<file path="src/exec_config.svh">
`ifndef EXEC_CONFIG_SVH
`define EXEC_CONFIG_SVH

// RV32I base opcodes handled by the slice
`define LUI     7'b0110111
`define AUIPC   7'b0010111
`define JAL     7'b1101111
`define JALR    7'b1100111
`define BRANCH  7'b1100011
`define LOAD    7'b0000011
`define STORE   7'b0100011
`define OP_IMM  7'b0010011
`define OP      7'b0110011

// entries in the request queue, equal to the producer's starting credits
`define QUEUE_DEPTH 4

// result credits the consumer grants after reset
`define OUT_CREDITS 2

`endif
</file>
<file path="src/execPkg.sv">
package execPkg;

    typedef logic [31:0] word_t;

    typedef enum logic [4:0] {
        opAdd, opSub, opSll, opSlt, opSltu, opXor, opSrl, opSra, opOr, opAnd,
        opLui, opBeq, opBne, opBlt, opBge, opBltu, opBgeu, opIdle
    } aluOp_t;

    typedef enum logic [1:0] {writeIdle, writeByte, writeHalf, writeWord} memWidth_t;

    typedef struct packed {
        word_t instr;
        word_t pc;
        word_t rs1Val;
        word_t rs2Val;
    } execReq_t;

    typedef struct packed {
        logic      branch;
        logic      memRead;
        logic      memToReg;
        memWidth_t memWrite;
        logic      aluSrc;
        logic      regWrite;
        logic      pcSrc;
        logic      jump;
        logic      jumpReg;
        aluOp_t    aluOp;
        word_t     imm;
    } ctrl_t;

    // branchTaken is set whenever the pc leaves the fall-through path
    typedef struct packed {
        word_t     result;
        word_t     nextPc;
        logic      regWrite;
        logic      memRead;
        logic      memToReg;
        memWidth_t memWrite;
        logic      branchTaken;
    } execRes_t;

endpackage

</file>
<file path="src/execUnit.sv">
`timescale 1ns/10ps

module execUnit (
    input  logic              clk,
    input  logic              rstN,
    input  logic              reqValid,
    input  execPkg::execReq_t reqData,
    output logic              reqCredit,
    output logic              resValid,
    output execPkg::execRes_t resData,
    input  logic              resCredit
);

    execPkg::execReq_t headReq;
    execPkg::ctrl_t ctrl;
    execPkg::execRes_t pre;
    logic empty;
    logic pop;
    logic isShift;

    creditQueue i_queue (
        .clk     (clk),
        .rstN    (rstN),
        .push    (reqValid),
        .pushData(reqData),
        .pop     (pop),
        .headReq (headReq),
        .empty   (empty),
        .credit  (reqCredit)
    );

    decodeCtrl i_decode (
        .instr(headReq.instr),
        .ctrl (ctrl)
    );

    aluUnit i_alu (
        .req    (headReq),
        .ctrl   (ctrl),
        .res    (pre),
        .isShift(isShift)
    );

    // the head's source value is the shift operand
    shiftSequencer i_sequencer (
        .clk      (clk),
        .rstN     (rstN),
        .empty    (empty),
        .pre      (pre),
        .isShift  (isShift),
        .shiftOp  (ctrl.aluOp),
        .shiftIn  (headReq.rs1Val),
        .pop      (pop),
        .resCredit(resCredit),
        .resValid (resValid),
        .resData  (resData)
    );

endmodule

</file>
<file path="src/creditQueue.sv">
`timescale 1ns/10ps
`include "exec_config.svh"

module creditQueue (
    input  logic              clk,
    input  logic              rstN,
    input  logic              push,
    input  execPkg::execReq_t pushData,
    input  logic              pop,
    output execPkg::execReq_t headReq,
    output logic              empty,
    output logic              credit
);

    localparam int depth   = `QUEUE_DEPTH;
    localparam int ptrBits = $clog2(depth);

    execPkg::execReq_t mem [depth];
    logic [ptrBits-1:0] wrPtr;
    logic [ptrBits-1:0] rdPtr;
    logic [ptrBits:0] count;
    logic full;

    assign empty   = (count == '0);
    assign full    = (count == (ptrBits + 1)'(depth));
    assign headReq = mem[rdPtr];

    always_ff @(posedge clk) begin
        if (push) begin
            mem[wrPtr] <= pushData;
        end
    end

    always_ff @(posedge clk) begin
        if (!rstN) begin
            wrPtr  <= '0;
            rdPtr  <= '0;
            count  <= '0;
            credit <= 1'b0;
        end else begin
            if (push) wrPtr <= (wrPtr == ptrBits'(depth - 1)) ? '0 : wrPtr + 1'b1;
            if (pop) rdPtr <= (rdPtr == ptrBits'(depth - 1)) ? '0 : rdPtr + 1'b1;
            case ({push, pop})
                2'b10:   count <= count + 1'b1;
                2'b01:   count <= count - 1'b1;
                default: count <= count;
            endcase
            // every popped entry hands one credit back to the producer
            credit <= pop;
        end
    end

    // a producer that honours its credits never finds the queue full
    pushWhenFull: assert property (@(posedge clk) disable iff (!rstN) push |-> !full)
        else $error("request pushed into a full queue");

endmodule

</file>
<file path="src/shiftSequencer.sv">
`timescale 1ns/10ps
`include "exec_config.svh"

module shiftSequencer (
    input  logic              clk,
    input  logic              rstN,
    input  logic              empty,
    input  execPkg::execRes_t pre,
    input  logic              isShift,
    input  execPkg::aluOp_t   shiftOp,
    input  execPkg::word_t    shiftIn,
    output logic              pop,
    input  logic              resCredit,
    output logic              resValid,
    output execPkg::execRes_t resData
);

    localparam int creditBits = $clog2(`OUT_CREDITS + 1);

    typedef enum logic [1:0] {sIdle, sShift, sSend} state_t;

    state_t state;
    execPkg::execRes_t held;
    execPkg::aluOp_t heldOp;
    execPkg::word_t shifted;
    logic [creditBits-1:0] credits;
    logic [4:0] preAmount;
    logic load;
    logic [4:0] amount;
    logic done;

    // a zero shift needs no serial steps and goes straight to sSend
    assign preAmount = pre.result[4:0];
    assign pop       = (state == sIdle) && !empty;
    assign load      = pop && isShift && (preAmount != 5'd0);
    assign amount    = preAmount - 5'd1;
    assign resValid  = (state == sSend) && (credits != '0);
    assign resData   = held;

    shiftCounter i_shiftCounter (
        .clk   (clk),
        .rstN  (rstN),
        .load  (load),
        .amount(amount),
        .done  (done)
    );

    always_comb begin
        case (heldOp)
            execPkg::opSll: shifted = {held.result[30:0], 1'b0};
            execPkg::opSrl: shifted = {1'b0, held.result[31:1]};
            execPkg::opSra: shifted = {held.result[31], held.result[31:1]};
            default:        shifted = held.result;
        endcase
    end

    always_ff @(posedge clk) begin
        if (!rstN) begin
            state <= sIdle;
        end else begin
            case (state)
                sIdle:   if (pop) state <= load ? sShift : sSend;
                sShift:  if (done) state <= sSend;
                sSend:   if (resValid) state <= sIdle;
                default: state <= sIdle;
            endcase
        end
    end

    always_ff @(posedge clk) begin
        if (pop) begin
            held   <= pre;
            heldOp <= shiftOp;
            if (isShift) begin
                held.result <= shiftIn;
            end
        end else if (state == sShift) begin
            held.result <= shifted;
        end
    end

    always_ff @(posedge clk) begin
        if (!rstN) begin
            credits <= creditBits'(`OUT_CREDITS);
        end else begin
            case ({resCredit, resValid})
                2'b10:   if (credits != creditBits'(`OUT_CREDITS)) credits <= credits + 1'b1;
                2'b01:   credits <= credits - 1'b1;
                default: credits <= credits;
            endcase
        end
    end

    // the consumer can never hand back more credits than it was granted
    creditOverflow: assert property (@(posedge clk) disable iff (!rstN)
        resCredit && !resValid |-> credits < creditBits'(`OUT_CREDITS))
        else $error("result credit returned with %0d credits already held", credits);

endmodule

</file>
<file path="src/shiftCounter.sv">
`timescale 1ns/10ps

module shiftCounter (
    input  logic       clk,
    input  logic       rstN,
    input  logic       load,
    input  logic [4:0] amount,
    output logic       done
);

    logic [4:0] count;

    always_ff @(posedge clk) begin
        if (!rstN) begin
            count <= '0;
        end else if (load) begin
            count <= amount;
        end else if (count != 5'd0) begin
            count <= count - 5'd1;
        end
    end

    assign done = (count == 5'd0);

    // the sequencer may only start a new shift once the previous one has drained
    loadWhileBusy: assert property (@(posedge clk) disable iff (!rstN) load |-> done)
        else $error("shift counter reloaded with %0d cycles left", count);

endmodule

</file>
<file path="src/aluUnit.sv">
`timescale 1ns/10ps

module aluUnit (
    input  execPkg::execReq_t req,
    input  execPkg::ctrl_t    ctrl,
    output execPkg::execRes_t res,
    output logic              isShift
);

    execPkg::word_t opB;
    execPkg::word_t aluOut;
    execPkg::word_t pcPlus4;
    execPkg::word_t pcPlusImm;
    execPkg::word_t jumpTarget;
    logic cond;

    assign opB        = ctrl.aluSrc ? ctrl.imm : req.rs2Val;
    assign pcPlus4    = req.pc + 32'd4;
    assign pcPlusImm  = req.pc + ctrl.imm;
    assign jumpTarget = (req.rs1Val + ctrl.imm) & ~32'd1;

    always_comb begin
        cond   = 1'b0;
        aluOut = '0;
        case (ctrl.aluOp)
            execPkg::opAdd:  aluOut = req.rs1Val + opB;
            execPkg::opSub:  aluOut = req.rs1Val - opB;
            execPkg::opSlt:  aluOut = {31'd0, $signed(req.rs1Val) < $signed(opB)};
            execPkg::opSltu: aluOut = {31'd0, req.rs1Val < opB};
            execPkg::opXor:  aluOut = req.rs1Val ^ opB;
            execPkg::opOr:   aluOut = req.rs1Val | opB;
            execPkg::opAnd:  aluOut = req.rs1Val & opB;
            execPkg::opLui:  aluOut = ctrl.imm;
            execPkg::opBeq:  cond = (req.rs1Val == opB);
            execPkg::opBne:  cond = (req.rs1Val != opB);
            execPkg::opBlt:  cond = ($signed(req.rs1Val) < $signed(opB));
            execPkg::opBge:  cond = ($signed(req.rs1Val) >= $signed(opB));
            execPkg::opBltu: cond = (req.rs1Val < opB);
            execPkg::opBgeu: cond = (req.rs1Val >= opB);
            // shifts carry their amount to the sequencer in the low bits
            execPkg::opSll, execPkg::opSrl, execPkg::opSra: aluOut = opB;
            default:         aluOut = '0;
        endcase
    end

    always_comb begin
        res = '0;
        if (ctrl.jump || ctrl.jumpReg) begin
            res.result = pcPlus4;
        end else if (ctrl.pcSrc) begin
            res.result = pcPlusImm;
        end else begin
            res.result = aluOut;
        end
        if (ctrl.jumpReg) begin
            res.nextPc = jumpTarget;
        end else if ((ctrl.branch && cond) || ctrl.jump) begin
            res.nextPc = pcPlusImm;
        end else begin
            res.nextPc = pcPlus4;
        end
        res.regWrite    = ctrl.regWrite;
        res.memRead     = ctrl.memRead;
        res.memToReg    = ctrl.memToReg;
        res.memWrite    = ctrl.memWrite;
        res.branchTaken = (ctrl.branch && cond) || ctrl.jump || ctrl.jumpReg;
    end

    assign isShift = ctrl.aluOp inside {execPkg::opSll, execPkg::opSrl, execPkg::opSra};

endmodule

</file>
<file path="src/decodeCtrl.sv">
`timescale 1ns/10ps
`include "exec_config.svh"

module decodeCtrl (
    input  execPkg::word_t instr,
    output execPkg::ctrl_t ctrl
);

    logic [6:0] opcode;
    logic [2:0] funct3;
    logic [6:0] funct7;
    // {branch, memRead, memToReg, aluSrc, regWrite, pcSrc}
    logic [5:0] flags;
    execPkg::aluOp_t aluOp;
    execPkg::memWidth_t memWrite;
    execPkg::word_t imm;

    assign opcode = instr[6:0];
    assign funct3 = instr[14:12];
    assign funct7 = instr[31:25];

    always_comb begin
        case (opcode)
            `LUI:    flags = 6'b000110;
            `AUIPC:  flags = 6'b000111;
            `JAL:    flags = 6'b100110;
            `JALR:   flags = 6'b100110;
            `BRANCH: flags = 6'b100000;
            `LOAD:   flags = 6'b011110;
            `STORE:  flags = 6'b000100;
            `OP_IMM: flags = 6'b000110;
            `OP:     flags = 6'b000010;
            default: flags = 6'b000000;
        endcase
    end

    always_comb begin
        aluOp = execPkg::opIdle;
        case (opcode)
            `LUI:   aluOp = execPkg::opLui;
            `JALR:  aluOp = execPkg::opAdd;
            `LOAD:  aluOp = execPkg::opAdd;
            `STORE: aluOp = execPkg::opAdd;
            `BRANCH: begin
                case (funct3)
                    3'b000:  aluOp = execPkg::opBeq;
                    3'b001:  aluOp = execPkg::opBne;
                    3'b100:  aluOp = execPkg::opBlt;
                    3'b101:  aluOp = execPkg::opBge;
                    3'b110:  aluOp = execPkg::opBltu;
                    3'b111:  aluOp = execPkg::opBgeu;
                    default: aluOp = execPkg::opIdle;
                endcase
            end
            `OP_IMM, `OP: begin
                case (funct3)
                    3'b000:  aluOp = execPkg::opAdd;
                    3'b001:  aluOp = execPkg::opSll;
                    3'b010:  aluOp = execPkg::opSlt;
                    3'b011:  aluOp = execPkg::opSltu;
                    3'b100:  aluOp = execPkg::opXor;
                    3'b101:  aluOp = execPkg::opSrl;
                    3'b110:  aluOp = execPkg::opOr;
                    default: aluOp = execPkg::opAnd;
                endcase
                // register ops and immediate shifts carry funct7, which picks SUB and SRA
                if (opcode == `OP || funct3[1:0] == 2'b01) begin
                    if (funct7 == 7'b0100000 && funct3 == 3'b101) begin
                        aluOp = execPkg::opSra;
                    end else if (funct7 == 7'b0100000 && funct3 == 3'b000 && opcode == `OP) begin
                        aluOp = execPkg::opSub;
                    end else if (funct7 != 7'b0000000) begin
                        aluOp = execPkg::opIdle;
                    end
                end
            end
            default: aluOp = execPkg::opIdle;
        endcase
    end

    always_comb begin
        memWrite = execPkg::writeIdle;
        if (opcode == `STORE) begin
            case (funct3)
                3'b000:  memWrite = execPkg::writeByte;
                3'b001:  memWrite = execPkg::writeHalf;
                3'b010:  memWrite = execPkg::writeWord;
                default: memWrite = execPkg::writeIdle;
            endcase
        end
    end

    always_comb begin
        case (opcode)
            `LUI, `AUIPC:         imm = {instr[31:12], 12'd0};
            `JAL:                 imm = {{11{instr[31]}}, instr[31], instr[19:12], instr[20],
                                         instr[30:21], 1'b0};
            `BRANCH:              imm = {{19{instr[31]}}, instr[31], instr[7], instr[30:25],
                                         instr[11:8], 1'b0};
            `STORE:               imm = {{20{instr[31]}}, instr[31:25], instr[11:7]};
            `JALR, `LOAD, `OP_IMM: imm = {{20{instr[31]}}, instr[31:20]};
            default:              imm = '0;
        endcase
    end

    assign ctrl = '{branch: flags[5], memRead: flags[4], memToReg: flags[3],
                    memWrite: memWrite, aluSrc: flags[2], regWrite: flags[1],
                    pcSrc: flags[0], jump: (opcode == `JAL), jumpReg: (opcode == `JALR),
                    aluOp: aluOp, imm: imm};

endmodule

</file>
<file path="config.mk">
export PLATFORM = sky130hd
export DESIGN_NAME = execUnit
export DESIGN_NICKNAME = d
export VERILOG_FILES = /design/src/execPkg.sv /design/src/execUnit.sv /design/src/creditQueue.sv /design/src/shiftSequencer.sv /design/src/shiftCounter.sv /design/src/aluUnit.sv /design/src/decodeCtrl.sv
export VERILOG_INCLUDE_DIRS = /design/src /design/src/src
export SDC_FILE = /design/constraint.sdc
export NUM_CORES = 1
export LEC_CHECK = 0
export ABC_CLOCK_PERIOD_IN_PS = 10750
export BUFFER_PORTS_ARGS = -buffer_cell sky130_fd_sc_hd__buf_2
export CAP_MARGIN = 5
export CORE_MARGIN = 2
export CORE_UTILIZATION = 62
export DETAILED_ROUTE_END_ITERATION = 8
export PLACE_DENSITY_LB_ADDON = 0.3
export SLEW_MARGIN = 15
export SYNTH_ARGS = -nofsm -noshare
export SYNTH_HDL_FRONTEND = slang
export SYNTH_SLANG_ARGS = --single-unit
</file>
<file path="constraint.sdc">
create_clock -name clk -period 10.75 [get_ports clk]
set_clock_uncertainty 0.05 [all_clocks]
set_input_delay 2.15 -clock clk [delete_from_list [all_inputs] [get_ports clk]]
set_output_delay 2.15 -clock clk [all_outputs]
set_load 0.02 [all_outputs]
</file>
# == Yosys cells after proc, flatten, opt, wreduce, memory -nomap -nowiden ==
# Memories as Yosys holds them, arrays and structs flattened. A register that Yosys moved wholly into a read port is not among the register bits.
# Cells that the tools add are included.
# totals
n_memories,1
register_bits,92
inputBits,132
mem_bits_ro,0
ramBits,512
latch_bits,0
out_inout_bits,72
# op_classes
div_mod_pow,0
shifts,0
bitwise_logic,3
n_mux,37
eq_ne,53
n_reduce_logical,40
addsub,13
n_mul,0
order_cmp,4
# memory_table
name,depth,width,rd,rd_clocked_by_memory_dff,write_ports,line_no,source
i_queue.mem,4,128,1,1,1,creditQueue.sv:18,execPkg::execReq_t mem [depth];
# ops
op,n
32-bit one-hot mux with 9 select lines,1
32-bit two-way mux,8
32-bit one-hot mux with 5 select lines,1
32-bit adder,3
32-bit one-hot mux with 3 select lines,1
32-bit greater-or-equal comparator,2
32-bit < comparator,2
6-bit one-hot mux with 7 select lines,1
"5-bit by 4-bit equality test with 1-bit output, second input constant",8
"32-bit by 3-bit adder with 32-bit output, second input constant",1
32-bit AND,1
32-bit equality test,1
32-bit != test,1
32-bit OR,1
32-bit subtractor,1
32-bit XOR,1
"5-bit by 3-bit equality test with 1-bit output, second input constant",6
5-bit two-way mux,6
5-bit one-hot mux with 6 select lines,1
"7-bit by 6-bit equality test with 1-bit output, second input constant",4
4-bit one-hot mux with 7 select lines,1
"7-bit equality test, second input constant",3
5-bit one-hot mux with 4 select lines,1
2-bit two-way mux,9
other kinds (37),85

# == Depth between registers and ports, before layout ==
# Gate-level depths: netlist of run 1.
# logic_depth
word_depth,17
mapped_depth,30
mapped_depth_nobuf,25

# == Modules after synthesis ==
# A second synthesis of run 1 with hierarchy kept.
# hier_totals
cells_unflattened,2760
hier_area_um2,34481.8
# modules_own_cells
mod,instances,seq_area_each_um2,cells_each,area_each_um2
creditQueue,1,15574.9,716,19055.8
aluUnit,1,0.0,1565,10521.3
shiftSequencer,1,2332.2,305,3742.3
decodeCtrl,1,0.0,140,862.1
shiftCounter,1,100.1,34,300.3

# == Worst setup path after synthesis of run 1 ==
# No wires, ideal clock.
# synth_timing
path_kind,reg-to-reg
startpoint,register (tool-made name)
endpoint,"register i_sequencer.held, in the netlist i_sequencer.resData[35], data pin"
setup_ns,0.269
synth_period_minus_slack_ns,7.439
stages_incl_launch_ff,28
arrival_time_ns,7.120
slack_ns,3.311
required_time_ns,10.431
path_cell_list,dfxtp_1 -> buf_6 -> buf_6 -> buf_4 -> buf_2 -> buf_2 -> buf_2 -> buf_2 -> buf_2 -> buf_2 -> buf_2 -> mux4_2 -> ha_1 -> clkbuf_1 -> or3_1 -> or4_1 -> a21oi_1 -> nor4b_1 -> o21ai_1 -> a21oi_1 -> mux2_2 -> a21oi_1 -> a21oi_1 -> or3_1 -> clkbuf_1 -> buf_2 -> a22oi_1 -> o21ai_0
# synth_lines
item,line_no,source
"end signal, assigned",shiftSequencer.sv:72,held <= pre;
"end, declared",shiftSequencer.sv:23,execPkg::execRes_t held;

==> results of run 1 <==
==> sequential cells by signal, summed over array words and instances (netlist names), named ones only <==
name and flops:
i_queue.rdPtr 2, i_queue.count 3, i_queue.mem 512, i_queue.credit 1, i_sequencer.heldOp 5, i_sequencer.i_shiftCounter.count 5, i_queue.wrPtr 2, i_sequencer.resData 69
i_sequencer.state 2, i_sequencer.credits 2
==> cell type report <==
cell class                 instances  area [um^2]
multi-input combinational       1787        14400
inverter                         135          508
antenna                            3         7.51
sequential                       605        18000
clock buffer                      74         1610
tap                              696          871
clock inverter                    38          498
timing repair buffer             246         1340
fill                            3658        16300
==> routing by layer <==
layer	vias to the layer above	GRT usage [%]	routed length, um
met5	-	0	76
met4	12	16.7	5300
met3	281	9.60	13200
met2	1768	56.3	47100
met1	12300	56.7	43800
li1	10600	-	-
==> worst max-delay path, stage by stage (launching register included) <==
cell      delay (ns)
dfxtp_4         0.72
buf_4           0.81
mux2_2          0.51
or4_1           0.42
a31oi_1         0.36
inv_2           0.47
mux2_2          0.44
ha_1            0.43
or3_1           0.46
or4_1           0.40
a21oi_1         0.26
nor4b_1         0.09
o21ai_1         0.36
a21oi_1         0.23
mux2_2          0.26
a21oi_1         0.06
a21oi_1         0.27
or3_1           0.55
inv_1           0.42
a22oi_1         0.29
o221ai_1        0.16
==> path summary, 6_finish.rpt <==
| path | start | slack, ns | endpoint |
|---|---|---|---|
| max | register | 2.38 | i_sequencer.resData[31] |
| min | i_queue.rdPtr[1] | 0.48 | register |
| max reg2reg | register | 2.38 | i_sequencer.resData[31] |
| min reg2reg | i_queue.rdPtr[1] | 0.48 | register |
==> cells in the final DEF, fill, tap and decap left out, drive strengths merged, types with 40 or more instances in the layout <==
master and n:
edfxtp 586, buf 246, nand2 214, ha 165
a21oi 150, nor2 141, inv 138, o21ai 130
mux4 128, clkbuf 74, xnor2 63, a21o 49
xor2 48, nor3 46, nand3 40
==> per-stage QoR <==
step	total power, W	hold slack (ns)	instance area [um^2]
3_5_place_dp	0.00905	0.448	35100
2_1_floorplan	0.00716	0.415	33500
3_3_place_gp	0.00898	0.424	35100
6_report	0.0115	0.475	37300
4_1_cts	0.0113	0.475	37200
5_1_grt	0.0120	0.491	37200
==> cell usage after synthesis (30+ instances only) <==
cell	instances
nor2_1	140
o21ai_0	126
nor2b_1	35
xnor2_1	63
a211oi_1	35
nand3_1	40
and3_1	36
o221ai_1	30
nand2_1	214
mux2_2	32
nor3_1	44
ha_1	165
mux4_2	128
mux2i_1	37
o211ai_1	37
xor2_1	48
edfxtp_1	586
a31oi_1	31
inv_1	131
a221oi_1	33
clkbuf_1	99
a21o_1	49
a21oi_1	150
==> power groups by stage <==
stage | Combinational (W) | Sequential [W] | Clock, W
after floorplan | 0.00383 | 0.00333 | 0
after global placement | 0.00573 | 0.00326 | 0
after detailed placement | 0.00578 | 0.00327 | 0
after CTS | 0.00582 | 0.00323 | 0.00223
after global routing | 0.00640 | 0.00326 | 0.00232
final | 0.00606 | 0.00324 | 0.00222
==> logic make-up (layout without fill, tap and decap cells) <==
group                    after synthesis  in the layout
multiplexers                         198            198
other                                  0              3
adder cells (fa/ha/maj)              170            170
AND/OR/NAND/NOR                      646            646
flip-flops                           605            605
XOR/XNOR                             111            111
AO/OA/AOI/OAI                        662            662
buffers and inverters                276            493
==> impl_metrics.toml, run 1 <==
[placed_design]
dp.cells = 3469
dpl.hpwl_um = 79000
pre_cts_ws_ns = 2.52
routabilityCongestion = 1.03
port_buffers = 203

[synthesis]
synth_top_family_by_area = "compound AO/OA/AOI/OAI gates"
yosysUniqueCellTypes = 87
netlist_top_cells_area = "edfxtp_1 53%, mux4_2 8.6%, ha_1 6.2%"
synth_area_mm2 = 0.0335
synthMuxAreaShare_pct = 10.8
synthAdderAreaFrac_pct = 6.46
synth.avg_cell_area_um2 = 12.6
ys_seq_elements = 605
synth_flop_cell = "edfxtp_1"
synthSimpleGateAreaFrac_pct = 9.40
yosysTopAreaCell = "edfxtp_1"
async_flop_share_pct = 0
synth_compound_area_share_pct = 13.4
synth_xor_area_share_pct = 2.90
yosysWarnings = 0
synth_edf_count = 586
synth_top_area_share_pct = 52.6
synth_nets = 2970
yosysSeqAreaShare_pct = 53.7
syn_inst = 2668

[power]
swShare_pct = 45.0
pwr-share-seq_pct = 28.1
power_switching_w = 0.00519
clkPwrFrac_pct = 19.3
pwr-share-comb_pct = 52.6
ir_worst_vdd_mv = 0.252
p_per_area_mw_per_mm2 = 309
cellInternalPower_w = 0.00633
power_leakage_nw = 13.7

[sta]
layout_min_cycle_time_ns = 8.37
fin_crit_sh_pct = 77.8
worstMarginPinSlew_ns = 1.08
setup_slack_ns = 2.38
hold_viol_final = 0
tns_ns = 0
relSlewSlack_pct = 28.1
setup_viol = 0
rsz0062_at_grt = "false"
drv_slew = 0
fmax_ghz = 0.119

[clock_tree]
cts_resized = 0
cts-root-buf = "clkbuf_16"
cts_buffers = 60
post_cts_buffers = 0
cts-hold-fix-buffers = 0
h-tree-depth = 2
cts_buffer_depth = 3
cts_sinks = 605
clkTransAtPathRegs_ns = 0.07
clkLatencyLatePin_ns = 0.65
cts_tree = "yes"

[route]
firstDrtPassIters = 9
vias_per_cell = 6.98
post_drt_wl_per_cell_um = 30.5
wl_um = 109000
first_iter_violations = 3433
ant_nets = 0
drc = 0
via_count = 25000

[worst_hold_path]
hold_depth = 2
hp-class = "register to register"

[floorplan]
start_util_pct = 62.5
die_h_um = 236
die_w_um = 236
core_area_mm2 = 0.0536
dieArea_mm2 = 0.0559
io_pins = 204
rows = 85

[setup_path]
crit_type = "register to register"
worstPathArrival_ns = 8.68
critPathRequiredTime_ns = 11.06
crit_path_start_kind = "register"
crit_fanout = 47
worst_setup_path_end_kind = "register"
reg2reg_depth = 20

[flow_run]
maxCapViolCount = 0

[global_route]
grt_pass1_vias = 24200
grt_overflow = 0
grt_usage_pct = 39.0
antenna_found_initial = 9
grt_max_degree = 64
grt_pass1_wl_um = 160000

[finish]
fin_util_pct = 69.5
drive_above_1_share_pct = 19.2
area_growth_pct = 11.2
final_cells = 3584
fin_nets = 3137

[outcome]
status = "finished, final reports clean"
(Power assumes the default switching activity.)
==> run 2, diff against run 1 <==
ABC_CLOCK_PERIOD_IN_PS = 8200   (was 10750)
clock period = 8.2 ns   (was 10.75 ns; I/O delays follow)
==> impl_metrics.toml, run 2 (same netlist as run 1, synthesis figures left out) <==
[sta]
tns_ns = 0
layout_min_cycle_time_ns = 7.51
fin_crit_sh_pct = 91.6
setup_viol = 0
hold_viol_final = 0
setup_slack_ns = 0.689
rsz0062_at_grt = "false"
fmax_ghz = 0.133
relSlewSlack_pct = 22.7
worstMarginPinSlew_ns = 1.15
drv_slew = 0

[clock_tree]
cts-root-buf = "clkbuf_16"
clkLatencyLatePin_ns = 0.63
cts-hold-fix-buffers = 0
cts_resized = 0
clkTransAtPathRegs_ns = 0.06
h-tree-depth = 2
post_cts_buffers = 0
cts_buffer_depth = 3
cts_tree = "yes"
cts_sinks = 605
cts_buffers = 59

[setup_path]
crit_fanout = 31
cp_slowest_stage_delay_ns = 0.75
critPathRequiredTime_ns = 8.51
path_cells = "mux4_2 -> or2_1 -> or3_1 -> a31oi_1 -> inv_2 -> mux2_2 -> ha_1 -> nor3b_1 -> nor3_1 -> a21oi_1 -> nor4b_1 -> o21ai_1 -> a21oi_1 -> mux2_2 -> a21oi_1 -> a21oi_1 -> or3_1 -> a221o_1"
worstPathArrival_ns = 7.82
crit_family = "simple AND/OR/NAND/NOR gates"
cpMostUsedCell = "a21oi_1"
crit_type = "register to register"
crit_path_start_kind = "register"
critPathSlowestCell = "or3_1"
worst_setup_path_end_kind = "register"
crit_buf_inv = 1

[finish]
final_common_cell = "edfxtp_1"
final_cells = 3597
final_cell_mix = "586 x edfxtp_1, 214 x nand2_1, 203 x buf_2"
area_growth_pct = 11.1
drive_above_1_share_pct = 19.3
top_register = "i_queue.mem"
largest_register_ffs = 512
fin_nets = 3149

[route]
first_iter_violations = 3334
ant_nets = 0
drc = 0
post_drt_wl_per_cell_um = 29.9
wl_um = 108000
firstDrtPassIters = 7
via_count = 25000
vias_per_cell = 6.94

[power]
ir_worst_vdd_mv = 0.329
power_leakage_nw = 13.7
p_per_area_mw_per_mm2 = 399

[floorplan]
core_area_mm2 = 0.0536
die_h_um = 236
rows = 85
dieArea_mm2 = 0.0559
start_util_pct = 62.5
io_pins = 204
die_w_um = 236

[global_route]
grt_pass1_wl_um = 157000
grt_pass1_vias = 23800
grt_usage_pct = 38.1
grt_max_degree = 69
grt_overflow = 0
antenna_found_initial = 3

[placed_design]
dpl.hpwl_um = 77500
pre_cts_ws_ns = 0.915
routabilityCongestion = 1.03
port_buffers = 203
dp.cells = 3482

[outcome]
status = "finished, final reports clean"

[flow_run]
maxCapViolCount = 0

[worst_hold_path]
hp-class = "register to register"
==> run 2: metrics by stage <==
step | cell area (um^2) | utilization [%] | total power (W) | hold WS, ns
after floorplan | 33500 | - | 0.00939 | 0.415
after global placement | 35200 | 65.8 | 0.0117 | 0.430
after detailed placement | 35200 | 65.8 | 0.0118 | 0.426
after CTS | 37200 | 69.4 | 0.0146 | 0.443
after global routing | 37200 | 69.4 | 0.0155 | 0.493
final | 37200 | 69.4 | 0.0148 | 0.435
==> run 2: path summary, 6_finish.rpt <==
check / from / to / slack [ns] / cells after the start
hold / removal: i_queue.rdPtr[1] / register / 0.43 / 2
setup / recovery: register / i_sequencer.resData[28] / 0.69 / 18
hold reg to reg: i_queue.rdPtr[1] / register / 0.43 / 2
setup reg to reg: register / i_sequencer.resData[28] / 0.69 / 18
==> run 2: routing by layer <==
metal	vias to the layer above	GRT usage, %	routed length (um)
li1	10700	-	-
met1	12300	57.3	43500
met2	1738	55.4	46500
met3	209	8.46	13600
met4	2	12.5	4030
met5	-	0	13
==> run 2: where the power goes <==
group | switching, W | internal (W) | leakage (nW)
sequential | 0.000246 | 0.00394 | 5.57
clock | 0.00117 | 0.00156 | 0.948
combinational | 0.00523 | 0.00271 | 7.22
total | 0.00664 | 0.00820 | 13.7
==> run 2: worst min-delay path, stage by stage (launching register included) <==
cell and delay, ns:
dfxtp_1 0.31, nand2_1 0.05, a21boi_0 0.09
==> run 2: layout make-up <==
type | count | area [um^2]
sequential | 605 | 18000
fill | 3701 | 16400
multi-input combinational | 1787 | 14400
clock buffer | 71 | 1520
timing repair buffer | 259 | 1450
tap | 696 | 871
inverter | 135 | 508
clock inverter | 40 | 433
antenna | 4 | 10.0
